<file path="src/hw/ramio_pkg.sv">
package ramio_pkg;

  // ------------------------------------------------------------
  // sizes
  localparam int ram_address_bitwidth   = 21;  // 64-bit burst words
  localparam int cache_line_ix_bitwidth = 6;
  localparam int line_offset_bitwidth   = 3;   // 8 bytes per line
  localparam int cache_lines            = 2 ** cache_line_ix_bitwidth;
  localparam int cache_tag_bitwidth     = ram_address_bitwidth - cache_line_ix_bitwidth;
  localparam int writeback_wait_cycles  = 2;   // gap after a burst write

  // uart timing
  localparam int clock_frequency_hz = 30_000_000;
  localparam int uart_baud_rate     = 3_000_000;
  localparam int uart_bit_cycles    = clock_frequency_hz / uart_baud_rate;
  localparam int uart_tick_bitwidth = $clog2(uart_bit_cycles);

  // ------------------------------------------------------------
  // address map
  localparam int          io_select_lsb      = 4;  // bits above are all ones for i/o
  localparam logic [31:0] io_led_address     = 32'hFFFF_FFFC;
  localparam logic [31:0] io_uart_tx_address = 32'hFFFF_FFF8;
  localparam logic [31:0] io_uart_rx_address = 32'hFFFF_FFF4;
  localparam logic [31:0] rx_empty_value     = 32'hFFFF_FFFF;

  // ------------------------------------------------------------
  // encodings
  typedef enum logic [1:0] {
    wt_none = 2'd0,
    wt_byte = 2'd1,
    wt_half = 2'd2,
    wt_word = 2'd3
  } write_type_e;

  // bit 2 marks the unsigned loads
  typedef enum logic [2:0] {
    rt_none   = 3'b000,
    rt_byte   = 3'b001,
    rt_half   = 3'b010,
    rt_word   = 3'b011,
    rt_byte_u = 3'b101,
    rt_half_u = 3'b110
  } read_type_e;

  typedef enum logic [2:0] {
    cs_sweep,
    cs_idle,
    cs_writeback,
    cs_writeback_wait,
    cs_fill,
    cs_fill_wait,
    cs_respond
  } cache_state_e;

  typedef enum logic [1:0] {
    us_idle,
    us_start,
    us_data,
    us_stop
  } uart_state_e;

  // ------------------------------------------------------------
  // request and response bundles
  typedef struct packed {
    logic        enable;
    write_type_e write_type;
    read_type_e  read_type;
    logic [31:0] address;
    logic [31:0] data_in;
  } ramio_req_t;

  typedef struct packed {
    logic [31:0] data_out;
    logic        data_out_ready;
    logic        busy;
  } ramio_rsp_t;

  typedef struct packed {
    logic        enable;
    logic        write;
    write_type_e size;     // never wt_none
    logic [31:0] address;
    logic [31:0] data;
  } unit_req_t;

  typedef struct packed {
    logic [31:0] rdata;    // raw bytes, right aligned
    logic        rvalid;
    logic        busy;
  } unit_rsp_t;

  typedef struct packed {
    logic                            cmd;  // 0 read, 1 write
    logic                            cmd_en;
    logic [ram_address_bitwidth-1:0] addr;
    logic [63:0]                     wr_data;
    logic [7:0]                      data_mask;
  } br_req_t;

  typedef struct packed {
    logic [63:0] rd_data;
    logic        rd_data_valid;
  } br_rsp_t;

endpackage

</file>
<file path="src/hw/ramio_dispatch.sv">
module ramio_dispatch (
  input  logic                  clk,
  input  logic                  reset,
  input  ramio_pkg::ramio_req_t core_req,
  output ramio_pkg::ramio_rsp_t core_rsp,
  output ramio_pkg::unit_req_t  cache_req,
  input  ramio_pkg::unit_rsp_t  cache_rsp,
  output ramio_pkg::unit_req_t  io_req,
  input  ramio_pkg::unit_rsp_t  io_rsp
);
  import ramio_pkg::*;

  logic       is_io;
  logic       is_write;
  unit_req_t  unit_req;
  logic       accepted_q;      // enable seen last cycle
  logic       pending_io_q;    // owner of the open load
  read_type_e pending_type_q;
  unit_rsp_t  owner_rsp;

  function automatic logic [31:0] extend(input logic [31:0] raw, input read_type_e rt);
    case (rt)
      rt_byte:   return {{24{raw[7]}}, raw[7:0]};
      rt_half:   return {{16{raw[15]}}, raw[15:0]};
      rt_byte_u: return {24'b0, raw[7:0]};
      rt_half_u: return {16'b0, raw[15:0]};
      default:   return raw;
    endcase
  endfunction

  // ------------------------------------------------------------
  // decode and steer
  assign is_io    = &core_req.address[31:io_select_lsb];
  assign is_write = (core_req.write_type != wt_none);

  always_comb begin
    unit_req.enable  = core_req.enable;
    unit_req.write   = is_write;
    unit_req.address = core_req.address;
    unit_req.data    = core_req.data_in;
    if (is_write) begin
      unit_req.size = core_req.write_type;
    end else begin
      case (core_req.read_type)
        rt_byte, rt_byte_u: unit_req.size = wt_byte;
        rt_half, rt_half_u: unit_req.size = wt_half;
        default:            unit_req.size = wt_word;
      endcase
    end

    cache_req        = unit_req;
    cache_req.enable = core_req.enable && !is_io;
    io_req           = unit_req;
    io_req.enable    = core_req.enable && is_io;
  end

  always_ff @(posedge clk) begin
    if (reset) begin
      accepted_q     <= 1'b0;
      pending_io_q   <= 1'b0;
      pending_type_q <= rt_none;
    end else begin
      accepted_q <= core_req.enable;
      if (core_req.enable && !is_write) begin
        pending_io_q   <= is_io;
        pending_type_q <= core_req.read_type;
      end
    end
  end

  // ------------------------------------------------------------
  // merge results
  assign owner_rsp = pending_io_q ? io_rsp : cache_rsp;

  assign core_rsp.data_out       = extend(owner_rsp.rdata, pending_type_q);
  assign core_rsp.data_out_ready = owner_rsp.rvalid;
  assign core_rsp.busy           = accepted_q || cache_rsp.busy || io_rsp.busy;

  // core honours busy
  assert property (@(posedge clk) disable iff (reset)
    core_req.enable |-> !core_rsp.busy);

endmodule

</file>
<file path="config.mk">
export PLATFORM = sky130hd
export DESIGN_NAME = ramio_dispatch
export DESIGN_NICKNAME = d
export VERILOG_FILES = /design/src/hw/ramio_pkg.sv /design/src/hw/ramio_dispatch.sv
export SDC_FILE = /design/constraint.sdc
export NUM_CORES = 1
export LEC_CHECK = 0
export ABC_AREA = 0
export BUFFER_PORTS_ARGS = -buffer_cell sky130_fd_sc_hd__buf_2
export CORE_AREA = 5 5 118 120
export CTS_CLUSTER_DIAMETER = 100
export DETAILED_ROUTE_END_ITERATION = 10
export DIE_AREA = 0 0 123 125
export GPL_ROUTABILITY_DRIVEN = 0
export PLACE_DENSITY = 0.55
export SLEW_MARGIN = 5
export SYNTH_ARGS = -nofsm -noshare
export SYNTH_HDL_FRONTEND = slang
export SYNTH_SLANG_ARGS = --single-unit
</file>
<file path="constraint.sdc">
create_clock -name clk -period 2.05 [get_ports clk]
set_input_delay 0.41 -clock clk [delete_from_list [all_inputs] [get_ports clk]]
set_output_delay 0.41 -clock clk [all_outputs]
set_load 0.05 [all_outputs]
</file>
==> run summary, run 1 <==
Status: finished, violations left
Failing checks: setup timing
Initial Util: 14.54%
Final hold slack: 428.3 ps
Relative slew slack: 81.37%
GR Util met3: 1.626%
Hold depth: 2
Synth Flop Type: dfxtp_1
CTS tree: done
Final Max Slew Viols: 0
Met1 Resource Use GR: 6.043%
Vias post-DR: 1698
Dpl cells: 483
Pwr Total: 1.233 mW
Final hold violations: 0
Post-synthesis mux area share: 19.79%
Crit start category: flip-flop
Remaining global-route overflow: 0
Drt wl/cell: 11.98 um
Post-Layout Inst Area: 0.002420 mm^2
Largest family of logic cells by synthesized area: buffers and inverters
DRC viols: 0
Met2 global-route usage: 13.25%
Core Rows: 42
Most common library cells after synthesis: buf_4 (134), mux2i_1 (28), o21ai_0 (15)
Leading area contributor after synthesis: buf_4
Area grow syn2layout: 29.28%
Top Usage Layer GRT: met2
XOR/XNOR Fraction of Synth Area: 0%
Total length of routed wires: 5.868 mm
First-pass DRT Iterations: 3
Critical path required time: 1640 ps
Sequential share of the synthesized area: 5.348%
Final core utilization: 18.79%
Port Buffers: 201
Initial DRC count: 25
Compound-Gate Fraction of Synth Area: 11.03%
Ys Warns: 0
Clock transition at path regs: 30 ps
Fin crit period: 2063 ps
Largest net degree at the start of global routing: 17
Vias/cell: 3.465
Vias in the first global route: 1727
Skew final: 0 ps
CTS buffer count: 3
Post-Syn Instances: 238
Post-synthesis simple-gate area fraction: 7.754%
CTS Root Cell: clkbuf_16
Crit end category: output pin
HP Class: input port to flip-flop
CP max stage cell: or3b_4
Worst Setup SP: pending_io_q$_SDFFE_PP0P_
Final worst slack: -12.97 ps
Max stage delay on crit path: 390 ps
Power Density: 509.4 mW/mm^2
Die Width: 123 um
IO Pins: 310
Leakage: 1.195 nW
CTS H-Tree Depth: 1
Core box area: 0.01287 mm^2
Synth area leaders: buf_4 (54%), mux2i_1 (15%), dfxtp_1 (5.3%)
Origin of the worst min-delay path: reset
CP Class: flip-flop to output pin
DP HPWL: 5.054 mm
Initial antenna violation count: 0
Worst Tran Pin Value: 271.7 ps
Count leader, synth: buf_4
Final setup violation count: 9
Post-synthesis cell area: 0.001872 mm^2
Max Clock Freq: 484.7 MHz
Placed cell areas: 0.002138 mm^2
R2r startpoint: pending_io_q$_SDFFE_PP0P_
CTS Sinks: 5
Final worst path period share: 100.6%
Final ANT Viol Nets: 0
Post-synth EDFFs: 0
Synth async-reset ratio: 0%
Fillers: 1449
Total track usage: 6.710%
Reg2reg path depth: 3
Clk_lat worst skew: 220 ps
DIE AREA: 0.01538 mm^2
ANT cells: 0
Worst Path Max Fanout: 11
Max-cap violation count: 0
Syn_nets: 378
Fraction of final layout cells sized beyond drive strength 1: 78.98%
Cell variety after synth: 25
Adder-Cell Fraction of Synth Area: 0%
Worst vdd ir: 0.0001510 V
Critical Path AT: 1650 ps
Synth top area share: 53.74%
CTS max path bufs: 2
Final Net Count: 455
Die extent in y: 125 um
First-pass GRT wire length: 8.224 mm
RSZ-0062 raised after global routing: yes
Critical path, cell by cell: mux2i_2 -> or3b_4 -> o31a_4 -> buf_12 -> o21ai_2 -> buf_6
Layout Cells excl Fill: 490
Mean Syn Cell Area: 7.865 um^2
Synthesized flop and latch total: 5
-- state kept, by name (all words and copies together), names as in the netlist --
signal / count
accepted_q: 1
pending_type_q: 3
pending_io_q: 1
-- metal layers --
metal	part of all wire (%)	vias to the layer above
met3	13	18
met5	0	-
li1	-	822
met1	30	751
met4	2.7	0
met2	54	107
-- layout by cell type (no fill, tap or decap), types with 6 or more instances in the layout --
cell type    n
nand4_1      7
o21ai_2     16
buf_6       19
mux2_2       8
buf_2      176
nor2_1       6
buf_4       15
mux2i_1     27
o21ai_1      8
-- critical path, delay by kind of cell, from the launching register on --
| kind | cells | cell delay, ps |
|---|---|---|
| AO/OA/AOI/OAI | 2 | 200 |
| flip-flops | 1 | 340 |
| multiplexers | 1 | 160 |
| buffers and inverters | 2 | 320 |
| AND/OR/NAND/NOR | 1 | 390 |
-- cell type report --
class	instances	area, um^2	share of cell area (%)
inverter	2	7.507	0.3102
clock buffer	4	78.83	3.257
tap	176	220.2	9.100
timing repair buffer	212	1235	51.03
sequential	5	105.1	4.343
multi-input combinational	91	773.2	31.95
-- path summary, 6_finish.rpt --
path / to / slack (ps)
min reg2reg: pending_type_q[0]$_SDFFE_PP0P_ / 520
min: pending_type_q[0]$_SDFFE_PP0P_ / 430
max reg2reg: pending_io_q$_SDFFE_PP0P_ / 1000
max: core_rsp[27] / -10
-- power breakdown --
| group | internal (mW) | switching, mW |
|---|---|---|
| registers | 0.0999 | 0.00304 |
| clock network | 0.257 | 0.0613 |
| logic | 0.245 | 0.567 |
-- cells by family after synthesis --
logic type / count (synthesis)
AO/OA/AOI/OAI: 30
buffers and inverters: 142
flip-flops: 5
multiplexers: 36
AND/OR/NAND/NOR: 25
-- metrics by stage --
step                      worst slack (ps)  setup TNS (ps)
after detailed placement            -86.58          -86.58
after global placement              -40.62          -40.62
after CTS                           -16.16          -117.1
final                               -12.97          -48.51
after global routing                -56.16          -638.6
after floorplan                     -63.58          -156.3
-- repair_timing --
item	CTS	global route
endpoints found under the setup margin	25	24
hold buffers	0	0
buffers inserted	2	1
resized for setup	41	17
No activity file was read; power rests on OpenSTA's default activity.
==> run 2: changes to the inputs <==
--- a/config.mk
+++ b/config.mk
@@ -7,12 +7,13 @@
 export LEC_CHECK = 0
 export ABC_AREA = 0
 export BUFFER_PORTS_ARGS = -buffer_cell sky130_fd_sc_hd__buf_2
-export CORE_AREA = 5 5 118 120
+export CORE_AREA = 2 2 121 123
 export CTS_CLUSTER_DIAMETER = 100
 export DETAILED_ROUTE_END_ITERATION = 10
 export DIE_AREA = 0 0 123 125
 export GPL_ROUTABILITY_DRIVEN = 0
-export PLACE_DENSITY = 0.55
+export PLACE_DENSITY = 0.52
+export REMOVE_ABC_BUFFERS = 1
 export SLEW_MARGIN = 5
 export SYNTH_ARGS = -nofsm -noshare
 export SYNTH_HDL_FRONTEND = slang
==> run 2 against run 1 <==
The flow still finishes with violations (setup timing). Wire length is 110% higher. Setup slack worse by 5.5 ps. Sequential power hardly changed. Register-to-register slack hardly changed. Non-clock buffer count is 5 lower. Sequential share of layout area hardly changed. Global-route usage is 8.0 points higher. Total power is 3.3% higher. Critical path type unchanged. Critical endpoint is now core_rsp[18].
==> run summary, run 2 (synthesis gave the netlist of run 1 again) <==
Worst Path Max Fanout: 8
Total length of routed wires: 12.30 mm
Core Rows: 44
Die extent in y: 125 um
Highest-count cells in the layout ignoring fill and taps: buf_2 (176), mux2i_1 (27), buf_6 (25), o21ai_2 (16)
Worst vdd ir: 0.0001761 V
DRC viols: 0
R2r startpoint: pending_io_q$_SDFFE_PP0P_
DP HPWL: 10.93 mm
Area grow syn2layout: 29.48%
Initial Util: 13.18%
Remaining global-route overflow: 0
Post-CTS Setup Repair Bufs: 0
Power Density: 525.7 mW/mm^2
Max stage delay on crit path: 440 ps
CP Class: flip-flop to output pin
CP endpoint: core_rsp[18]
Reg2reg path depth: 3
Leakage: 1.169 nW
CP bufs+invs: 1
Largest net degree at the start of global routing: 22
Drt wl/cell: 24.84 um
Final hold slack: 401.3 ps
IO Pins: 310
Max-cap violation count: 0
Status: finished, violations left
Final setup violation count: 7
CTS max path bufs: 2
Most common cell after layout, fill and taps aside: buf_2
CTS Sinks: 5
Biggest registers after layout: pending_type_q x3, accepted_q x1, pending_io_q x1
Crit end category: output pin
DIE AREA: 0.01538 mm^2
CTS buffer count: 3
Fraction of final layout cells sized beyond drive strength 1: 78.39%
Final worst path period share: 100.9%
Register-to-register setup slack: 990 ps
First-pass DRT Iterations: 4
Max reg flops: 3
Failing checks: setup timing
CTS Root Cell: clkbuf_16
CTS tree: done
Final worst slack: -18.46 ps
Final Net Count: 451
Worst Tran Pin Value: 403.0 ps
Vias in the first global route: 1782
Layout Cells excl Fill: 495
Clk_lat worst skew: 230 ps
Die Width: 123 um
Reg-to-Reg End: pending_io_q$_SDFFE_PP0P_
Placed cell areas: 0.002127 mm^2
HP Class: input port to flip-flop
Post-place setup slack: 52.18 ps
Initial DRC count: 65
Initial antenna violation count: 2
Register with the most flip-flops: pending_type_q
CP Depth: 5
CTS H-Tree Depth: 1
Final ANT Viol Nets: 0
Dpl cells: 489
Critical path required time: 1640 ps
CP top delay family: simple AND/OR/NAND/NOR gates
Max Clock Freq: 483.5 MHz
Critical path, cell by cell: mux2i_2 -> or3b_4 -> o31a_4 -> o21ai_2 -> buf_6
Port Buffers: 201
Vias post-DR: 1889
Clock transition at path regs: 30 ps
Core box area: 0.01420 mm^2
Crit start category: flip-flop
Final Max Slew Viols: 0
Final hold violations: 0
RSZ-0062 raised after global routing: yes
Skew final: 0 ps
Total track usage: 14.75%
Critical Path AT: 1660 ps
Worst Setup SP: pending_io_q$_SDFFE_PP0P_
First-pass GRT wire length: 15.19 mm
CP max stage cell: or3b_4
Fillers: 1654
Post-Layout Inst Area: 0.002424 mm^2
Relative slew slack: 72.37%
Fin crit period: 2068 ps
Vias/cell: 3.816
[run 2: cell types whose count changed in the layout (fill, tap and decap cells not counted), sizes merged]
| cell | change |
|---|---|
| buf | -4 |
| diode | +1 |
| clkbuf | -1 |
| o31a | +1 |
[run 2: where the power goes]
part           leakage (nW)  switching [mW]  internal, mW  total (mW)
combinational          1.09           0.601         0.247       0.847
sequential           0.0420         0.00297        0.0999       0.103
clock                0.0382          0.0658         0.258       0.324
total                  1.17           0.670         0.604        1.27
[run 2: stage by stage]
stage / TNS [ps] / power (mW) / util [%]
after floorplan: -23380 / 0.3985 / -
after global placement: 0 / 0.8733 / 14.98
after detailed placement: 0 / 0.8731 / 14.98
after CTS: -201.1 / 1.238 / 16.20
after global routing: -1086 / 1.322 / 17.05
final: -58.74 / 1.274 / 17.06
[run 2: how the worst min path moves through the flow]
| stage | start | endpoint | slack, ps | depth (start not counted) |
|---|---|---|---|---|
| after floorplan | pending_type_q[0]$_SDFFE_PP0P_ | pending_type_q[0]$_SDFFE_PP0P_ | 470 | 2 |
| final | reset | pending_io_q$_SDFFE_PP0P_ | 400 | 2 |
| after detailed placement | pending_type_q[0]$_SDFFE_PP0P_ | pending_type_q[0]$_SDFFE_PP0P_ | 510 | 2 |
| after global routing | reset | accepted_q$_SDFF_PP0_ | 420 | 2 |
| after global placement | pending_type_q[0]$_SDFFE_PP0P_ | pending_type_q[0]$_SDFFE_PP0P_ | 490 | 2 |
| after CTS | reset | pending_io_q$_SDFFE_PP0P_ | 400 | 2 |
[run 2: worst register-to-register path, delay by kind of cell (launching register included)]
kind | cells | cell delay (ps)
AO/OA/AOI/OAI | 2 | 290
flip-flops | 1 | 370
buffers and inverters | 1 | 340
[run 2: repair_timing]
action                     in CTS  in global routing
resized for setup              31                 45
pin swaps                       0                  1
hold buffers                    0                  0
cloned                          1                  0
setup endpoints to repair      24                 25
[run 2: final cells by class]
cell class / instances / area (um^2) / area share [%]
timing repair buffer: 207 / 1220 / 50.34
multi-input combinational: 92 / 779.5 / 32.16
tap: 184 / 230.2 / 9.499
sequential: 5 / 105.1 / 4.337
clock buffer: 4 / 78.83 / 3.252
inverter: 2 / 7.507 / 0.3098
antenna: 1 / 2.502 / 0.1033
[run 2: routing by layer]
metal | global-route usage (%) | vias to the layer above | routed length [um]
met5 | 4.605 | - | 97
met4 | 4.345 | 4 | 284
met3 | 16.20 | 17 | 3123
met2 | 20.44 | 215 | 4996
met1 | 14.18 | 837 | 3794
li1 | - | 816 | -
==> run 3: changes to the inputs <==
--- a/config.mk
+++ b/config.mk
@@ -6,13 +6,14 @@
 export NUM_CORES = 1
 export LEC_CHECK = 0
 export ABC_AREA = 0
-export BUFFER_PORTS_ARGS = -buffer_cell sky130_fd_sc_hd__buf_2
+export BUFFER_PORTS_ARGS = -buffer_cell sky130_fd_sc_hd__buf_4
 export CORE_AREA = 2 2 121 123
 export CTS_CLUSTER_DIAMETER = 100
 export DETAILED_ROUTE_END_ITERATION = 10
 export DIE_AREA = 0 0 123 125
 export GPL_ROUTABILITY_DRIVEN = 0
 export PLACE_DENSITY = 0.52
+export RECOVER_POWER = 100
 export REMOVE_ABC_BUFFERS = 1
 export SLEW_MARGIN = 5
 export SYNTH_ARGS = -nofsm -noshare
==> run 3 against run 2 <==
The run now ends clean. Clock skew is the same. Register-to-register slack gained 90 ps. Cell area grew 4.6%. Setup slack improved by 33 ps. Core utilization increased by 0.78 points. Clock-buffer cell count stayed put. Largest cell class unchanged. Combinational power increased by 2.7%. Global-route usage rose by 0.17 points. Hold slack got worse by 27 ps. Sequential share of layout area down 0.14 points.
==> run summary, run 3 (synthesis gave the netlist of run 1 again) <==
Final setup violation count: 0
Dpl cells: 489
Layout Cells excl Fill: 494
CTS H-Tree Depth: 1
Register area: 106.4 um^2
Vias post-DR: 1855
Max Clock Freq: 491.4 MHz
Critical path required time: 1640 ps
First-pass GRT wire length: 15.58 mm
Port Buffers: 201
DIE AREA: 0.01538 mm^2
Die extent in y: 125 um
Fillers: 1667
Core box area: 0.01420 mm^2
Most common cell after layout, fill and taps aside: buf_4
First-pass DRT Iterations: 6
Final ANT Viol Nets: 0
Initial Util: 13.18%
IO Pins: 310
Power Density: 509.1 mW/mm^2
CTS Sinks: 5
Final worst path period share: 99.27%
Clk_lat worst skew: 230 ps
Final hold violations: 0
CTS buffer count: 3
Vias/cell: 3.755
Multi-input combinational cell area: 750.7 um^2
CTS max path bufs: 2
Drt wl/cell: 24.90 um
Area grow syn2layout: 35.43%
Remaining global-route overflow: 0
CP Class: flip-flop to output pin
Core Rows: 44
Final core utilization: 17.85%
Final hold slack: 374.0 ps
Biggest registers after layout: pending_type_q x3, accepted_q x1, pending_io_q x1
Critical Path AT: 1620 ps
Max-cap violation count: 0
Leakage: 1.067 nW
Worst Path Max Fanout: 8
Register with the most flip-flops: pending_type_q
HP Class: input port to flip-flop
Register-to-register setup slack: 1080 ps
Post-Layout Inst Area: 0.002535 mm^2
Highest-count cells in the layout ignoring fill and taps: buf_4 (113), clkbuf_1 (66), mux2i_1 (27), buf_6 (19)
Status: finished clean
Fin crit period: 2035 ps
Final Net Count: 451
CTS tree: done
Worst Tran Pin Value: 711.9 ps
Crit start category: flip-flop
DRC viols: 0
Die Width: 123 um
Clock transition at path regs: 30 ps
Worst vdd ir: 0.0001607 V
Largest net degree at the start of global routing: 20
Total track usage: 14.92%
Relative slew slack: 52.74%
RSZ-0062 raised after global routing: yes
Initial antenna violation count: 0
ANT cells: 0
Placed cell areas: 0.002615 mm^2
Pwr Total: 1.290 mW
DP HPWL: 11.24 mm
Total length of routed wires: 12.30 mm
Skew final: 0 ps
Final Max Slew Viols: 0
Crit end category: output pin
Fraction of final layout cells sized beyond drive strength 1: 55.48%
Max reg flops: 3
Initial DRC count: 82
Vias in the first global route: 1829
CTS Root Cell: clkbuf_16
==> run 3: changes by cell type in the layout (fill, tap and decap cells not counted), moves of 4 or more <==
cell and change:
clkbuf_2 +7, buf_2 -175, clkbuf_1 +65, o21ai_0 +4
o21ai_2 -6, buf_4 +108, buf_6 -6
==> run 3: layout make-up <==
cell class	count	area share (%)
Multi-Input combinational cell	92	29.62
Sequential cell	5	4.195
Clock buffer	4	3.110
Inverter	2	0.2962
Timing Repair Buffer	207	53.70
Tap cell	184	9.082
==> run 3: worst max-delay path, stage by stage, from the launching register on <==
cell and delay, ps:
dfxtp_4 350, mux2i_1 140, or3b_4 420, o31a_4 160
o21ai_1 130, buf_6 190
==> run 3: final timing paths <==
kind | start | to | cells after the start
max | pending_io_q$_SDFFE_PP0P_ | core_rsp[20] | 5
min | reset | pending_io_q$_SDFFE_PP0P_ | 2
max reg2reg | pending_io_q$_SDFFE_PP0P_ | pending_io_q$_SDFFE_PP0P_ | 3
min reg2reg | pending_type_q[0]$_SDFFE_PP0P_ | pending_type_q[0]$_SDFFE_PP0P_ | 2
==> run 3: where the power goes <==
part	leakage (nW)	internal [mW]	switching, mW	total [mW]
clock network	0.0382	0.257	0.0604	0.318
registers	0.0425	0.100	0.00306	0.103
logic	0.987	0.273	0.596	0.870
==> run 3: what timing repair did <==
action | CTS | global route
hold buffers | 0 | 0
endpoints found under the setup margin | 21 | 24
pin swaps | 0 | 0
gates cloned | 1 | 0
setup buffers | 0 | 0
gates resized for setup | 7 | 29
==> run 3: layer usage <==
metal | vias up | routed length, um | track usage [%]
met5 | - | 89 | 4.605
met4 | 2 | 333 | 4.679
met3 | 17 | 2968 | 15.33
met2 | 209 | 4968 | 20.70
met1 | 811 | 3941 | 14.85
li1 | 816 | - | -
==> run 3: through the flow <==
stage	setup WS (ps)	TNS, ps
after detailed placement	90.99	0
after global routing	-42.19	-247.9
after global placement	138.6	0
after CTS	-4.839	-14.37
after floorplan	-1047	-23380
final	15.04	0
