[src/hw/ramio_pkg.sv]
package ramio_pkg;

  // ------------------------------------------------------------
  // sizes
  localparam int ram_address_bitwidth   = 21;  // 64-bit burst words
  localparam int cache_line_ix_bitwidth = 6;
  localparam int line_offset_bitwidth   = 3;   // 8 bytes per line
  localparam int cache_lines            = 2 ** cache_line_ix_bitwidth;
  localparam int cache_tag_bitwidth     = ram_address_bitwidth - cache_line_ix_bitwidth;
  localparam int writeback_wait_cycles  = 2;   // gap after a burst write

  // uart timing
  localparam int clock_frequency_hz = 30_000_000;
  localparam int uart_baud_rate     = 3_000_000;
  localparam int uart_bit_cycles    = clock_frequency_hz / uart_baud_rate;
  localparam int uart_tick_bitwidth = $clog2(uart_bit_cycles);

  // ------------------------------------------------------------
  // address map
  localparam int          io_select_lsb      = 4;  // bits above are all ones for i/o
  localparam logic [31:0] io_led_address     = 32'hFFFF_FFFC;
  localparam logic [31:0] io_uart_tx_address = 32'hFFFF_FFF8;
  localparam logic [31:0] io_uart_rx_address = 32'hFFFF_FFF4;
  localparam logic [31:0] rx_empty_value     = 32'hFFFF_FFFF;

  // ------------------------------------------------------------
  // encodings
  typedef enum logic [1:0] {
    wt_none = 2'd0,
    wt_byte = 2'd1,
    wt_half = 2'd2,
    wt_word = 2'd3
  } write_type_e;

  // bit 2 marks the unsigned loads
  typedef enum logic [2:0] {
    rt_none   = 3'b000,
    rt_byte   = 3'b001,
    rt_half   = 3'b010,
    rt_word   = 3'b011,
    rt_byte_u = 3'b101,
    rt_half_u = 3'b110
  } read_type_e;

  typedef enum logic [2:0] {
    cs_sweep,
    cs_idle,
    cs_writeback,
    cs_writeback_wait,
    cs_fill,
    cs_fill_wait,
    cs_respond
  } cache_state_e;

  typedef enum logic [1:0] {
    us_idle,
    us_start,
    us_data,
    us_stop
  } uart_state_e;

  // ------------------------------------------------------------
  // request and response bundles
  typedef struct packed {
    logic        enable;
    write_type_e write_type;
    read_type_e  read_type;
    logic [31:0] address;
    logic [31:0] data_in;
  } ramio_req_t;

  typedef struct packed {
    logic [31:0] data_out;
    logic        data_out_ready;
    logic        busy;
  } ramio_rsp_t;

  typedef struct packed {
    logic        enable;
    logic        write;
    write_type_e size;     // never wt_none
    logic [31:0] address;
    logic [31:0] data;
  } unit_req_t;

  typedef struct packed {
    logic [31:0] rdata;    // raw bytes, right aligned
    logic        rvalid;
    logic        busy;
  } unit_rsp_t;

  typedef struct packed {
    logic                            cmd;  // 0 read, 1 write
    logic                            cmd_en;
    logic [ram_address_bitwidth-1:0] addr;
    logic [63:0]                     wr_data;
    logic [7:0]                      data_mask;
  } br_req_t;

  typedef struct packed {
    logic [63:0] rd_data;
    logic        rd_data_valid;
  } br_rsp_t;

endpackage

[src/hw/io_unit.sv]
module io_unit (
  input  logic                 clk,
  input  logic                 reset,
  input  ramio_pkg::unit_req_t req,
  output ramio_pkg::unit_rsp_t rsp,
  input  logic                 uart_rx,
  output logic                 uart_tx,
  output logic [3:0]           led
);
  import ramio_pkg::*;

  typedef logic [uart_tick_bitwidth-1:0] tick_t;

  logic        ack_q;
  logic        rvalid_q;
  logic [31:0] rdata_q;
  logic        led_write;
  logic        tx_write;
  logic        rx_read;

  logic        tx_pending;    // byte waiting for the transmitter
  logic [7:0]  tx_data_q;
  logic [7:0]  tx_frame;
  logic        tx_start;
  uart_state_e tx_state;
  tick_t       tx_tick;
  logic [2:0]  tx_bit_ix;

  logic [1:0]  rx_sync;
  uart_state_e rx_state;
  tick_t       rx_tick;
  logic [2:0]  rx_bit_ix;
  logic [7:0]  rx_shift;
  logic [7:0]  rx_byte;
  logic        rx_full;
  logic        rx_bit_end;
  logic        rx_sample;
  logic        rx_done;

  assign led_write = req.enable && req.write && (req.address == io_led_address);
  assign tx_write  = req.enable && req.write && (req.address == io_uart_tx_address);
  assign rx_read   = req.enable && !req.write && (req.address == io_uart_rx_address);
  assign tx_start  = tx_pending && (tx_state == us_idle);

  // ------------------------------------------------------------
  // register access
  always_ff @(posedge clk) begin
    if (reset) begin
      ack_q      <= 1'b0;
      rvalid_q   <= 1'b0;
      led        <= '0;
      tx_pending <= 1'b0;
      rx_full    <= 1'b0;
    end else begin
      ack_q    <= req.enable;
      rvalid_q <= req.enable && !req.write;
      if (led_write) led <= req.data[3:0];
      if (tx_write) tx_pending <= 1'b1;
      else if (tx_start) tx_pending <= 1'b0;
      if (rx_done) rx_full <= 1'b1;  // a fresh byte wins over a read
      else if (rx_read) rx_full <= 1'b0;
    end
  end

  always_ff @(posedge clk) begin
    if (tx_write) tx_data_q <= req.data[7:0];
    if (tx_start) tx_frame <= tx_data_q;
    if (rx_sample) rx_shift <= {rx_sync[1], rx_shift[7:1]};  // lsb arrives first
    if (rx_done) rx_byte <= rx_shift;
    if (req.enable && !req.write) begin
      case (req.address)
        io_led_address:     rdata_q <= {28'b0, led};
        io_uart_rx_address: rdata_q <= rx_full ? {24'b0, rx_byte} : rx_empty_value;
        default:            rdata_q <= '0;
      endcase
    end
  end

  assign rsp.rdata  = rdata_q;
  assign rsp.rvalid = rvalid_q;
  assign rsp.busy   = ack_q || tx_pending;

  // ------------------------------------------------------------
  // 8N1 transmitter
  always_ff @(posedge clk) begin
    if (reset) begin
      tx_state  <= us_idle;
      tx_tick   <= '0;
      tx_bit_ix <= '0;
      uart_tx   <= 1'b1;
    end else if (tx_state == us_idle) begin
      tx_tick <= '0;
      if (tx_start) begin
        uart_tx  <= 1'b0;  // start bit
        tx_state <= us_start;
      end
    end else if (tx_tick != tick_t'(uart_bit_cycles - 1)) begin
      tx_tick <= tx_tick + 1'b1;
    end else begin
      tx_tick <= '0;
      case (tx_state)
        us_start: begin
          uart_tx   <= tx_frame[0];
          tx_bit_ix <= '0;
          tx_state  <= us_data;
        end
        us_data: begin
          if (&tx_bit_ix) begin
            uart_tx  <= 1'b1;
            tx_state <= us_stop;
          end else begin
            uart_tx   <= tx_frame[tx_bit_ix + 1'b1];
            tx_bit_ix <= tx_bit_ix + 1'b1;
          end
        end
        default: tx_state <= us_idle;  // stop bit done
      endcase
    end
  end

  // ------------------------------------------------------------
  // receiver with mid-bit sampling
  assign rx_bit_end = (rx_tick == tick_t'(uart_bit_cycles - 1));
  assign rx_sample  = (rx_state == us_data) && rx_bit_end;
  assign rx_done    = (rx_state == us_stop) && rx_bit_end && rx_sync[1];

  always_ff @(posedge clk) begin
    if (reset) begin
      rx_sync   <= 2'b11;
      rx_state  <= us_idle;
      rx_tick   <= '0;
      rx_bit_ix <= '0;
    end else begin
      rx_sync <= {rx_sync[0], uart_rx};
      rx_tick <= rx_tick + 1'b1;
      case (rx_state)
        us_idle: begin
          rx_tick <= '0;
          if (!rx_sync[1]) rx_state <= us_start;
        end
        us_start: begin
          if (rx_tick == tick_t'(uart_bit_cycles / 2 - 1)) begin
            rx_tick   <= '0;
            rx_bit_ix <= '0;
            rx_state  <= rx_sync[1] ? us_idle : us_data;  // drop short glitches
          end
        end
        us_data: begin
          if (rx_bit_end) begin
            rx_tick   <= '0;
            rx_bit_ix <= rx_bit_ix + 1'b1;
            if (&rx_bit_ix) rx_state <= us_stop;
          end
        end
        default: begin
          if (rx_bit_end) begin
            rx_tick  <= '0;
            rx_state <= us_idle;
          end
        end
      endcase
    end
  end

  // a new transmit byte is only taken once the queued one has started
  assert property (@(posedge clk) disable iff (reset)
    tx_write |-> !tx_pending);

endmodule

[config.mk]
export PLATFORM = sky130hd
export DESIGN_NAME = io_unit
export DESIGN_NICKNAME = d
export VERILOG_FILES = /design/src/hw/ramio_pkg.sv /design/src/hw/io_unit.sv
export SDC_FILE = /design/constraint.sdc
export NUM_CORES = 1
export LEC_CHECK = 0
export BUFFER_PORTS_ARGS = -buffer_cell sky130_fd_sc_hd__buf_2
export CAP_MARGIN = 15
export CORE_MARGIN = 2
export CORE_UTILIZATION = 53
export DETAILED_ROUTE_END_ITERATION = 6
export PLACE_DENSITY = 0.84
export RECOVER_POWER = 100
export SLEW_MARGIN = 20
export SYNTH_ARGS = -nofsm -noshare
export SYNTH_HDL_FRONTEND = slang
export SYNTH_SLANG_ARGS = --single-unit
[constraint.sdc]
create_clock -name clk -period 3.4 [get_ports clk]
set_input_delay 0.51 -clock clk [delete_from_list [all_inputs] [get_ports clk]]
set_output_delay 0.51 -clock clk [all_outputs]
set_load 0.01 [all_outputs]
==> results.py, run 1 <==
metrics = {
    "floorplanning": {
        "fp.dieW_um": 80.61,
        "chipHeight_um": 80.61,
        "design.portCount": 110,
        "placement_rows": 27,
        "die_area_um2": 6498,
        "start_util": 0.5580,
        "core_area_um2": 5574,
    },
    "clock_network": {
        "clock_slew_at_reported_path_ffs_ns": 0.07,
        "root_buffer_master": "sky130_fd_sc_hd__clkbuf_8",
        "postCtsSetupBuffers": 0,
        "clock_latency_ns": 0.34,
        "cts_tree": "done",
        "cts_hold_repair.buffers": 0,
        "number_of_h_tree_levels": 3,
        "ctsResizeCount": 0,
        "cts.sink_count": 70,
        "clock_path_buffers": 2,
        "cts_made_buffers": 9,
    },
    "placement": {
        "dp_hpwl_mm": 4.377,
        "dpl.cell_count": 386,
        "gp_congestion": 0.7888,
        "buffer_ports.inserted": 83,
    },
    "routing": {
        "sum_of_routed_wire_length_over_all_layers_mm": 5.935,
        "vias": 2079,
        "route.detailed.wl_per_inst_um": 14.76,
        "post_drt_via_cell_ratio": 5.172,
        "route.antenna.remaining_nets": 0,
        "detailedRoute.firstIterationViolations": 79,
        "drt_drc_violations_left": 0,
        "drt_pass1_iterations": 4,
    },
    "layout": {
        "final_common_cell": "sky130_fd_sc_hd__clkbuf_1",
        "drive_gt1_frac": 0.1636,
        "final_nets": 410,
        "layoutNonFillerInstCount": 402,
        "leading_cell_types_in_the_layout_fill_and_taps_excluded": "sky130_fd_sc_hd__clkbuf_1 (50), sky130_fd_sc_hd__edfxtp_1 (41), sky130_fd_sc_hd__buf_2 (37)",
        "diode_insertion_count_for_antenna_repair": 0,
        "flow.area_growth_from_synthesis_pct": 12.31,
    },
    "pwr": {
        "irDropWorstVdd_v": 0.0003547,
        "cellLeakagePower_nw": 1.264,
        "powerDensity_nw_per_um2": 456.5,
        "post-layout-total-power_mw": 1.595,
    },
    "global_routing": {
        "globalRoute.busiestLayer": "met2",
        "maximum_number_of_pins_on_one_net_before_global_route_repair": 25,
        "globalRouteOverflowTotal": 0,
        "use_met1": 0.1954,
        "number_of_antenna_violations_at_the_first_check_in_global_routing": 0,
        "grt_use_met3": 0.07753,
        "grt_first_pass_wirelength_mm": 8.700,
        "global_route_usage_over_all_layers": 0.1855,
        "number_of_global_route_vias_before_repair": 1911,
        "global_route.usage.met2": 0.3250,
    },
    "sta": {
        "finalHoldViolCount": 0,
        "final_min_period_over_clock_period": 0.7277,
        "holdWs_ns": 0.3483,
        "finClkSkew_ns": 0.005440,
        "setup-tns-final_ns": 0,
        "setup_violations": 0,
        "finalWorstPathRequiredPeriod_ns": 2.474,
        "grt_setup_unrepaired": "no",
        "final-max-slew-violation-count": 0,
        "fmax_ghz": 0.4041,
        "worst-slew-pin-transition_ns": 1.349,
        "timing.max_slew.rel_slack": 0.08769,
    },
    "min_path": {
        "worstHoldStart": "req[7]",
        "min_to": "tx_data_q[7]$_DFFE_PP_",
        "worstHoldPathType": "in2reg",
        "hold-path-cell-count": 1,
    },
    "setup_path": {
        "criticalPathCategory": "in2reg",
        "rr_startpoint": "tx_state[0]$_SDFFE_PP0P_",
        "cp_slowest_cell": "sky130_fd_sc_hd__nor4b_1",
        "crit-reg2reg-capture": "tx_state[1]$_SDFFE_PP0P_",
        "crit_path_start": "req[33]",
        "reg2reg_setup_slack_ns": 1.39,
        "timing.critical_path.slowest_cell_delay_ns": 1.15,
        "timing.critical_path.max_delay_family": "simple AND/OR/NAND/NOR gates",
        "critical_path_buf_inv_count": 1,
        "kind_of_end_point_of_the_critical_path": "flip-flop",
        "setup.worst_path.start_class": "primary input",
        "worstPathCellList": "buf_2, nand4b_1, or4_1, nor4b_1, mux2i_1",
        "worstPathRequired_ns": 3.58,
        "crit_arrival_ns": 2.65,
        "worst_case_reg_to_reg_path_depth": 6,
        "cp_max_fo": 4,
    },
    "yosys": {
        "synth_async_sr_flop_share": 0,
        "yosys_most_used_dff": "sky130_fd_sc_hd__edfxtp_1",
        "sequential_cell_area_fraction_in_the_yosys_report": 0.5825,
        "synthesis.yosys.warnings": 0,
        "synth.net_count": 345,
        "synthDistinctLibCells": 43,
        "syn-mean-instance-area_um2": 11.96,
        "synth_top_area_cell": "sky130_fd_sc_hd__edfxtp_1",
        "synth-seq-cells": 70,
        "synth.top_cells.by_area": "sky130_fd_sc_hd__edfxtp_1 (40%), sky130_fd_sc_hd__dfxtp_1 (19%), sky130_fd_sc_hd__buf_4 (5.8%), sky130_fd_sc_hd__ha_1 (5.6%), sky130_fd_sc_hd__nor2_1 (3.1%)",
        "synth.top_cell.area_share": 0.3958,
        "netlist_area_um2": 3110,
        "syn_inst": 260,
        "synth_edf_count": 41,
    },
    "run_status": {
        "result_of_the_run": "completed",
    },
    "job": {
        "max_cap_violations": 0,
    },
}
layer usage:
metal  share of wire  routed length, um
met1            0.39               2286
met2            0.54               3195
met3           0.049                290
met4           0.027                163
met5               0                  0
how the worst max path moves through the flow:
stage                                          end  slack, ns  depth (start not counted)
after global placement        rdata_q[2]$_DFFE_PP_       1.27                          5
after global routing           led[3]$_SDFFE_PP0P_       0.74                          5
after CTS                 tx_state[0]$_SDFFE_PP0P_       1.54                          6
after floorplan              rdata_q[30]$_DFFE_PP_       1.41                          4
after detailed placement     rdata_q[30]$_DFFE_PP_       1.23                          5
final                          led[3]$_SDFFE_PP0P_       0.93                          5
Yosys cell counts, types with 2 or more instances:
cell                       count
sky130_fd_sc_hd__dfxtp_1      29
sky130_fd_sc_hd__nand3b_1      5
sky130_fd_sc_hd__xnor2_1       2
sky130_fd_sc_hd__or2_2         3
sky130_fd_sc_hd__o21a_1        2
sky130_fd_sc_hd__edfxtp_1     41
sky130_fd_sc_hd__and2_1        5
sky130_fd_sc_hd__nor2b_1       3
sky130_fd_sc_hd__a211oi_1      2
sky130_fd_sc_hd__or4_4         2
sky130_fd_sc_hd__nand4_1       7
sky130_fd_sc_hd__a21oi_1      11
sky130_fd_sc_hd__clkbuf_1      5
sky130_fd_sc_hd__nand2_1      17
sky130_fd_sc_hd__nor2_1       26
sky130_fd_sc_hd__mux2i_1       9
sky130_fd_sc_hd__mux4_2        2
sky130_fd_sc_hd__o22ai_1       5
sky130_fd_sc_hd__xor2_1        2
sky130_fd_sc_hd__buf_4        24
sky130_fd_sc_hd__inv_1        15
sky130_fd_sc_hd__nand3_1       8
sky130_fd_sc_hd__and3_1        2
sky130_fd_sc_hd__ha_1         14
power by group:
| group | switching (mW) | leakage [nW] | internal, mW |
|---|---|---|---|
| registers | 0.00649 | 0.595 | 0.899 |
| clock network | 0.281 | 0.0867 | 0.335 |
| logic | 0.0411 | 0.582 | 0.0321 |
sequential cells by signal (all words and copies together) (netlist names), 3 cells and up:
| name | count |
|---|---|
| rx_byte | 8 |
| rx_tick | 4 |
| rx_bit_ix | 3 |
| rx_shift | 8 |
| rdata_q | 9 |
| tx_frame | 8 |
| led | 4 |
| tx_bit_ix | 3 |
| tx_data_q | 8 |
| tx_tick | 4 |
kinds of logic (layout without fill, tap and decap cells):
group | after synthesis | count (layout) | synth area share
simple gates | 90 | 90 | 0.1677
fa+ha+maj | 14 | 14 | 0.05632
buf+inv | 44 | 114 | 0.08206
xor+xnor | 4 | 4 | 0.01127
flops | 70 | 70 | 0.5825
compound gates | 27 | 27 | 0.05671
mux | 11 | 11 | 0.04344
cell type report:
type	count	area, um^2
clock inverter	3	37.54
inverter	15	56.30
multi-input combinational	146	1001
tap	72	90.09
timing repair buffer	83	357.8
fill	472	2081
sequential	70	1812
clock buffer	13	138.9
per-stage QoR:
step	area, um^2	setup slack, ns	utilization
after global placement	3417	1.267	0.6130
final	3493	0.9257	0.6267
after CTS	3593	1.541	0.6447
after floorplan	3110	1.409	-
after global routing	3493	0.7365	0.6267
after detailed placement	3417	1.229	0.6130
Note: power is estimated with default switching activity, not from simulation.
==> run 2: changes to the inputs <==
--- a/config.mk
+++ b/config.mk
@@ -5,12 +5,13 @@
 export SDC_FILE = /design/constraint.sdc
 export NUM_CORES = 1
 export LEC_CHECK = 0
+export ABC_AREA = 1
 export BUFFER_PORTS_ARGS = -buffer_cell sky130_fd_sc_hd__buf_2
 export CAP_MARGIN = 15
 export CORE_MARGIN = 2
-export CORE_UTILIZATION = 53
+export CORE_UTILIZATION = 50
 export DETAILED_ROUTE_END_ITERATION = 6
-export PLACE_DENSITY = 0.84
+export PLACE_DENSITY = 0.8
 export RECOVER_POWER = 100
 export SLEW_MARGIN = 20
 export SYNTH_ARGS = -nofsm -noshare
==> constraint.sdc (replaced) <==
create_clock -name clk -period 2.38 [get_ports clk]
set_input_delay 0.357 -clock clk [delete_from_list [all_inputs] [get_ports clk]]
set_output_delay 0.357 -clock clk [all_outputs]
set_load 0.01 [all_outputs]
==> run 2 against run 1 <==
- critical path depth rose by 3
- first-iteration DRC count grew 32%
- clock power up 120%
- critical path type is now reg2reg
- largest power group unchanged
- highest routed layer unchanged
==> results.py, run 2 <==
metrics = {
    "run_status": {
        "result_of_the_run": "completed",
    },
    "min_path": {
        "worstHoldPathType": "in2reg",
    },
    "clock_network": {
        "clock_path_buffers": 2,
        "ctsResizeCount": 0,
        "postCtsSetupBuffers": 0,
        "number_of_h_tree_levels": 3,
        "clock_slew_at_reported_path_ffs_ns": 0.08,
        "clock_latency_ns": 0.34,
        "cts_hold_repair.buffers": 0,
        "cts_tree": "done",
        "cts_made_buffers": 9,
        "root_buffer_master": "sky130_fd_sc_hd__clkbuf_8",
        "cts.sink_count": 70,
    },
    "yosys": {
        "yosys_most_used_dff": "sky130_fd_sc_hd__edfxtp_1",
        "sequential_cell_area_fraction_in_the_yosys_report": 0.5719,
        "synth_top_area_cell": "sky130_fd_sc_hd__edfxtp_1",
        "synthDistinctLibCells": 28,
        "synth-seq-cells": 70,
        "synth.top_cells.by_area": "sky130_fd_sc_hd__edfxtp_1 (39%), sky130_fd_sc_hd__dfxtp_1 (18%), sky130_fd_sc_hd__nand2_1 (7.3%), sky130_fd_sc_hd__nor2_1 (6.4%), sky130_fd_sc_hd__buf_4 (5.9%)",
        "synth_async_sr_flop_share": 0,
        "synth.net_count": 415,
        "syn_inst": 330,
        "synth.most_common_cell": "sky130_fd_sc_hd__nand2_1",
        "syn-mean-instance-area_um2": 9.600,
        "synth.top_cell.area_share": 0.3886,
        "synth_edf_count": 41,
        "synthesis.yosys.warnings": 0,
        "netlist_area_um2": 3168,
        "synth.top_cells.by_count": "sky130_fd_sc_hd__nand2_1 (62), sky130_fd_sc_hd__nor2_1 (54), sky130_fd_sc_hd__edfxtp_1 (41)",
    },
    "global_routing": {
        "maximum_number_of_pins_on_one_net_before_global_route_repair": 25,
        "number_of_antenna_violations_at_the_first_check_in_global_routing": 0,
        "grt_first_pass_wirelength_mm": 10.01,
        "number_of_global_route_vias_before_repair": 2276,
        "global_route_usage_over_all_layers": 0.1820,
        "globalRouteOverflowTotal": 0,
    },
    "setup_path": {
        "criticalPathCategory": "reg2reg",
        "worstPathRequired_ns": 2.59,
        "critical_path_buf_inv_count": 2,
        "kind_of_end_point_of_the_critical_path": "flip-flop",
        "cp_max_fo": 6,
        "worstPathCellList": "inv_1, ha_1, inv_1, nand2_1, a211oi_1, nand2_1, o21ai_0, nor2_1",
        "crit_arrival_ns": 2.05,
        "timing.critical_path.max_delay_family": "compound AO/OA/AOI/OAI gates",
        "cp_slowest_cell": "sky130_fd_sc_hd__a211oi_1",
        "setup.worst_path.start_class": "flip-flop",
        "timing.critical_path.slowest_cell_delay_ns": 0.55,
    },
    "floorplanning": {
        "design.portCount": 110,
        "start_util": 0.5076,
        "placement_rows": 29,
        "fp.dieW_um": 83.60,
        "core_area_um2": 6241,
        "chipHeight_um": 83.60,
        "die_area_um2": 6989,
    },
    "pwr": {
        "irDropWorstVdd_v": 0.0005231,
        "powerDensity_nw_per_um2": 795.5,
        "cellLeakagePower_nw": 1.558,
        "post-layout-total-power_mw": 2.926,
    },
    "layout": {
        "diode_insertion_count_for_antenna_repair": 0,
        "final_area_um2": 3679,
        "drive_gt1_frac": 0.1510,
        "layout.filler_cells": 545,
        "largest_register": "rdata_q",
        "final_nets": 484,
        "largest_reg_flops": 9,
        "final_common_cell": "sky130_fd_sc_hd__nand2_1",
        "leading_cell_types_in_the_layout_fill_and_taps_excluded": "sky130_fd_sc_hd__nand2_1 (66), sky130_fd_sc_hd__nor2_1 (55), sky130_fd_sc_hd__clkbuf_1 (45)",
        "flow.area_growth_from_synthesis_pct": 16.11,
        "final_core_util": 0.5894,
    },
    "sta": {
        "finClkSkew_ns": 0.007727,
        "setup-tns-final_ns": 0,
        "final_min_period_over_clock_period": 0.7717,
        "final-max-slew-violation-count": 0,
        "timing.max_slew.rel_slack": 0.5777,
        "grt_setup_unrepaired": "no",
        "setup_violations": 0,
        "finalWorstPathRequiredPeriod_ns": 1.837,
        "holdWs_ns": 0.1845,
        "worst-slew-pin-transition_ns": 0.6296,
        "fmax_ghz": 0.5445,
        "finalHoldViolCount": 0,
    },
    "placement": {
        "buffer_ports.inserted": 83,
        "gp_congestion": 0.8609,
        "dpl-instance-area_um2": 3496,
        "dp_hpwl_mm": 4.347,
    },
    "routing": {
        "sum_of_routed_wire_length_over_all_layers_mm": 6.016,
        "post_drt_via_cell_ratio": 4.807,
        "drt_pass1_iterations": 4,
        "route.antenna.remaining_nets": 0,
        "detailedRoute.firstIterationViolations": 104,
        "route.detailed.wl_per_inst_um": 12.51,
        "drt_drc_violations_left": 0,
        "vias": 2312,
    },
    "job": {
        "max_cap_violations": 0,
    },
}
-- run 2: cell types whose count changed in the layout (fill, tap and decap cells not counted), sizes merged, moves of 3 or more --
cell    previous run  this run
nor2b              3         0
nand4              7         2
o21ai              1        22
inv               15        37
o22ai              5         0
clkbuf            59        54
and2               5         0
bufinv             1         5
mux2i              9         0
nand3b             5         1
nor3               1         7
nand2             17        66
nor2              26        57
-- run 2: cell families after synthesis --
kind of cell	synth area share
and+or+nand+nor	0.1947
DFF	0.5719
buffers and inverters	0.1043
adders and majority gates	0.05529
xor gates and xnor gates	0.01106
AOI/OAI and AO/OA	0.06280
-- run 2: final cells by class --
type                            count  area [um^2]  share of cell area
Timing Repair Buffer               84        364.1             0.09898
Clock inverter                      7        160.2             0.04354
Tap cell                           77        96.34             0.02619
Clock buffer                        9        123.9             0.03367
Multi-Input combinational cell    197        983.4              0.2673
Inverter                           37        138.9             0.03776
Sequential cell                    70         1812              0.4925
-- run 2: stage by stage --
step | worst slack, ns | instances
after floorplan | 0.9842 | 330
after global placement | 0.7808 | 465
after detailed placement | 0.7623 | 465
after CTS | 0.7504 | 481
after global routing | 0.3530 | 481
final | 0.5434 | 481
-- run 2: metal layers --
layer,GRT usage,part of all wire,up-vias
li1,-,-,1178
met5,0,0,-
met4,0.06305,0.014,0
met3,0.06330,0.043,11
met1,0.1902,0.38,1079
met2,0.3367,0.56,44
-- run 2: report_power, final --
group	total (mW)	internal, mW	switching (mW)
Clock	1.33	0.904	0.428
Combinational	0.257	0.0999	0.157
Sequential	1.34	1.31	0.0308
Total	2.93	2.31	0.616
-- run 2: path summary, 6_finish.rpt --
path,startpoint,to,slack [ns],depth (start not counted)
min,req[7],tx_data_q[7]$_DFFE_PP_,0.18,1
max,tx_state[0]$_SDFFE_PP0P_,tx_bit_ix[2]$_SDFFE_PP0P_,0.54,8
min reg2reg,tx_data_q[0]$_DFFE_PP_,tx_frame[0]$_DFFE_PP_,0.41,0
max reg2reg,tx_state[0]$_SDFFE_PP0P_,tx_bit_ix[2]$_SDFFE_PP0P_,0.54,8
-- run 2: worst register-to-register path, delay by kind of cell, from the launching register on --
kind / cells / cell delay [ns]
buffers and inverters: 2 / 0.23
adder cells (fa/ha/maj): 1 / 0.23
flip-flops: 1 / 0.37
AO/OA/AOI/OAI: 2 / 0.65
AND/OR/NAND/NOR: 3 / 0.23
==> run 3: changes to the inputs <==
==> constraint.sdc (replaced) <==
create_clock -name clk -period 1.7 [get_ports clk]
set_input_delay 0.255 -clock clk [delete_from_list [all_inputs] [get_ports clk]]
set_output_delay 0.255 -clock clk [all_outputs]
set_load 0.01 [all_outputs]
==> run 3 against run 2 <==
- power rose by 20%
- core utilization decreased by 0.80 points
- count of clock-buffer cells in the layout stayed put
- setup slack lost 0.41 ns
- final cell count is 0.21% higher
- global-route usage fell by 0.83 points
- routed wire length decreased by 1.3%
- register-to-register slack worse by 0.39 ns
- critical path type is now reg2out
- critical endpoint is now rsp[32]
- largest power group unchanged
- highest routed layer unchanged
==> results.py, run 3 (synthesized netlist as in run 2, its figures left out) <==
metrics = {
    "sta": {
        "finClkSkew_ns": 0.006331,
        "final_min_period_over_clock_period": 0.9236,
        "fmax_ghz": 0.6369,
        "final-max-slew-violation-count": 0,
        "worst-slew-pin-transition_ns": 0.6557,
        "setup-tns-final_ns": 0,
        "holdWs_ns": 0.08781,
        "setup_violations": 0,
        "timing.max_slew.rel_slack": 0.5629,
        "finalWorstSetupSlack_ns": 0.1298,
        "finalWorstPathRequiredPeriod_ns": 1.570,
        "finalHoldViolCount": 0,
        "grt_setup_unrepaired": "no",
    },
    "min_path": {
        "worstHoldPathType": "in2reg",
        "hold-path-cell-count": 1,
    },
    "routing": {
        "post_drt_via_cell_ratio": 4.807,
        "top_signal_layer_used": "met4",
        "route.antenna.remaining_nets": 0,
        "route.detailed.wl_per_inst_um": 12.32,
        "route.met3.wl_um": 239,
        "drt_drc_violations_left": 0,
        "drt_pass1_iterations": 5,
        "sum_of_routed_wire_length_over_all_layers_mm": 5.937,
        "vias": 2317,
        "m1WireLength_mm": 2.361,
        "detailedRoute.firstIterationViolations": 132,
        "met2WireLength_mm": 3.208,
    },
    "layout": {
        "final_core_util": 0.5814,
        "area_of_the_multi_input_gates_um2": 1016,
        "flow.area_growth_from_synthesis_pct": 14.53,
        "largest_reg_flops": 9,
        "largest_register": "rdata_q",
        "final_common_cell": "sky130_fd_sc_hd__nand2_1",
        "leading_cell_types_in_the_layout_fill_and_taps_excluded": "sky130_fd_sc_hd__nand2_1 (65), sky130_fd_sc_hd__nor2_1 (55), sky130_fd_sc_hd__buf_2 (41), sky130_fd_sc_hd__edfxtp_1 (41), sky130_fd_sc_hd__clkbuf_1 (40)",
        "sequential_cell_area_um2": 1813,
        "layout.filler_cells": 560,
        "drive_gt1_frac": 0.1753,
        "final_nets": 485,
        "final_area_um2": 3628,
        "diode_insertion_count_for_antenna_repair": 0,
    },
    "floorplanning": {
        "chipHeight_um": 83.60,
        "placement_rows": 29,
        "die_area_um2": 6989,
        "design.portCount": 110,
        "core_area_um2": 6241,
        "start_util": 0.5076,
        "fp.dieW_um": 83.60,
    },
    "pwr": {
        "cellLeakagePower_nw": 1.531,
        "irDropWorstVdd_v": 0.0008318,
        "netSwitchingPower_mw": 0.8775,
        "p_comb_frac": 0.107,
        "switching_share_of_power": 0.2495,
        "power.share.sequential": 0.532,
        "powerDensity_nw_per_um2": 969.4,
        "cell_internal_pwr_mw": 2.640,
        "power.clock.fraction": 0.361,
    },
    "clock_network": {
        "number_of_h_tree_levels": 3,
        "root_buffer_master": "sky130_fd_sc_hd__clkbuf_8",
        "postCtsSetupBuffers": 0,
        "cts_tree": "done",
        "clock_latency_ns": 0.34,
        "cts_hold_repair.buffers": 0,
        "cts_made_buffers": 9,
        "cts.sink_count": 70,
        "clock_slew_at_reported_path_ffs_ns": 0.08,
        "clock_path_buffers": 2,
    },
    "global_routing": {
        "maximum_number_of_pins_on_one_net_before_global_route_repair": 25,
        "global_route_usage_over_all_layers": 0.1738,
        "grt_first_pass_wirelength_mm": 9.660,
        "number_of_global_route_vias_before_repair": 2287,
        "number_of_antenna_violations_at_the_first_check_in_global_routing": 0,
        "globalRouteOverflowTotal": 0,
    },
    "setup_path": {
        "setup.worst_path.start_class": "flip-flop",
        "critical_path_buf_inv_count": 1,
        "criticalPathCategory": "reg2out",
        "timing.critical_path.slowest_cell_delay_ns": 0.73,
        "cp_num_cells": 1,
        "worstPathCellList": "clkbuf_2",
        "kind_of_end_point_of_the_critical_path": "output pin",
        "crit_arrival_ns": 1.32,
        "cp_slowest_cell": "sky130_fd_sc_hd__edfxtp_1",
        "cp_max_fo": 24,
        "worstPathRequired_ns": 1.44,
        "timing.critical_path.max_delay_family": "flip-flops",
        "worst_case_reg_to_reg_path_depth": 5,
    },
    "job": {
        "max_cap_violations": 0,
    },
    "placement": {
        "gp_congestion": 0.8650,
        "dp_hpwl_mm": 4.413,
        "buffer_ports.inserted": 83,
        "dpl-instance-area_um2": 3503,
        "detailedPlace.worstSlack_ns": 0.1167,
    },
    "run_status": {
        "result_of_the_run": "completed",
    },
}
-- run 3: metal layers --
layer  track usage  up-vias
met1        0.1823     1084
met5             0        -
li1              -     1182
met2        0.3164       39
met4       0.07331        0
met3       0.05737       12
-- run 3: final timing paths --
path	slack, ns	start	end
hold / removal	0.09	req[5]	tx_data_q[5]$_DFFE_PP_
hold reg to reg	0.41	rx_sync[0]$_SDFF_PP1_	rx_sync[1]$_SDFF_PP1_
setup / recovery	0.13	rdata_q[30]$_DFFE_PP_	rsp[32]
setup reg to reg	0.15	rx_tick[0]$_SDFF_PP0_	rx_byte[6]$_DFFE_PP_
-- run 3: layout make-up --
cell class,count,share of cell area
Clock inverter,7,0.01793
Tap cell,77,0.02655
Clock buffer,9,0.03414
Inverter,37,0.03828
Timing Repair Buffer,85,0.1034
Multi-Input combinational cell,197,0.2800
Sequential cell,70,0.4997
-- run 3: power groups by stage --
stage               Clock, mW  Combinational, mW  Sequential, mW
finish                   1.27              0.376            1.87
floorplan                   0              0.271            1.91
detailed placement          0              0.384            1.91
global placement            0              0.366            1.90
CTS                      1.30              0.386            1.87
global route             1.37              0.429            1.88
-- run 3: stage by stage --
step                      std cells  power [mW]
after detailed placement        466       2.293
final                           482       3.518
after global routing            482       3.672
after floorplan                 330       2.178
after global placement          466       2.270
after CTS                       482       3.561
-- run 3: timing repair --
item,CTS,global route
endpoints found under the setup margin,0,4
hold endpoints to repair,0,0
gates resized for setup,0,2
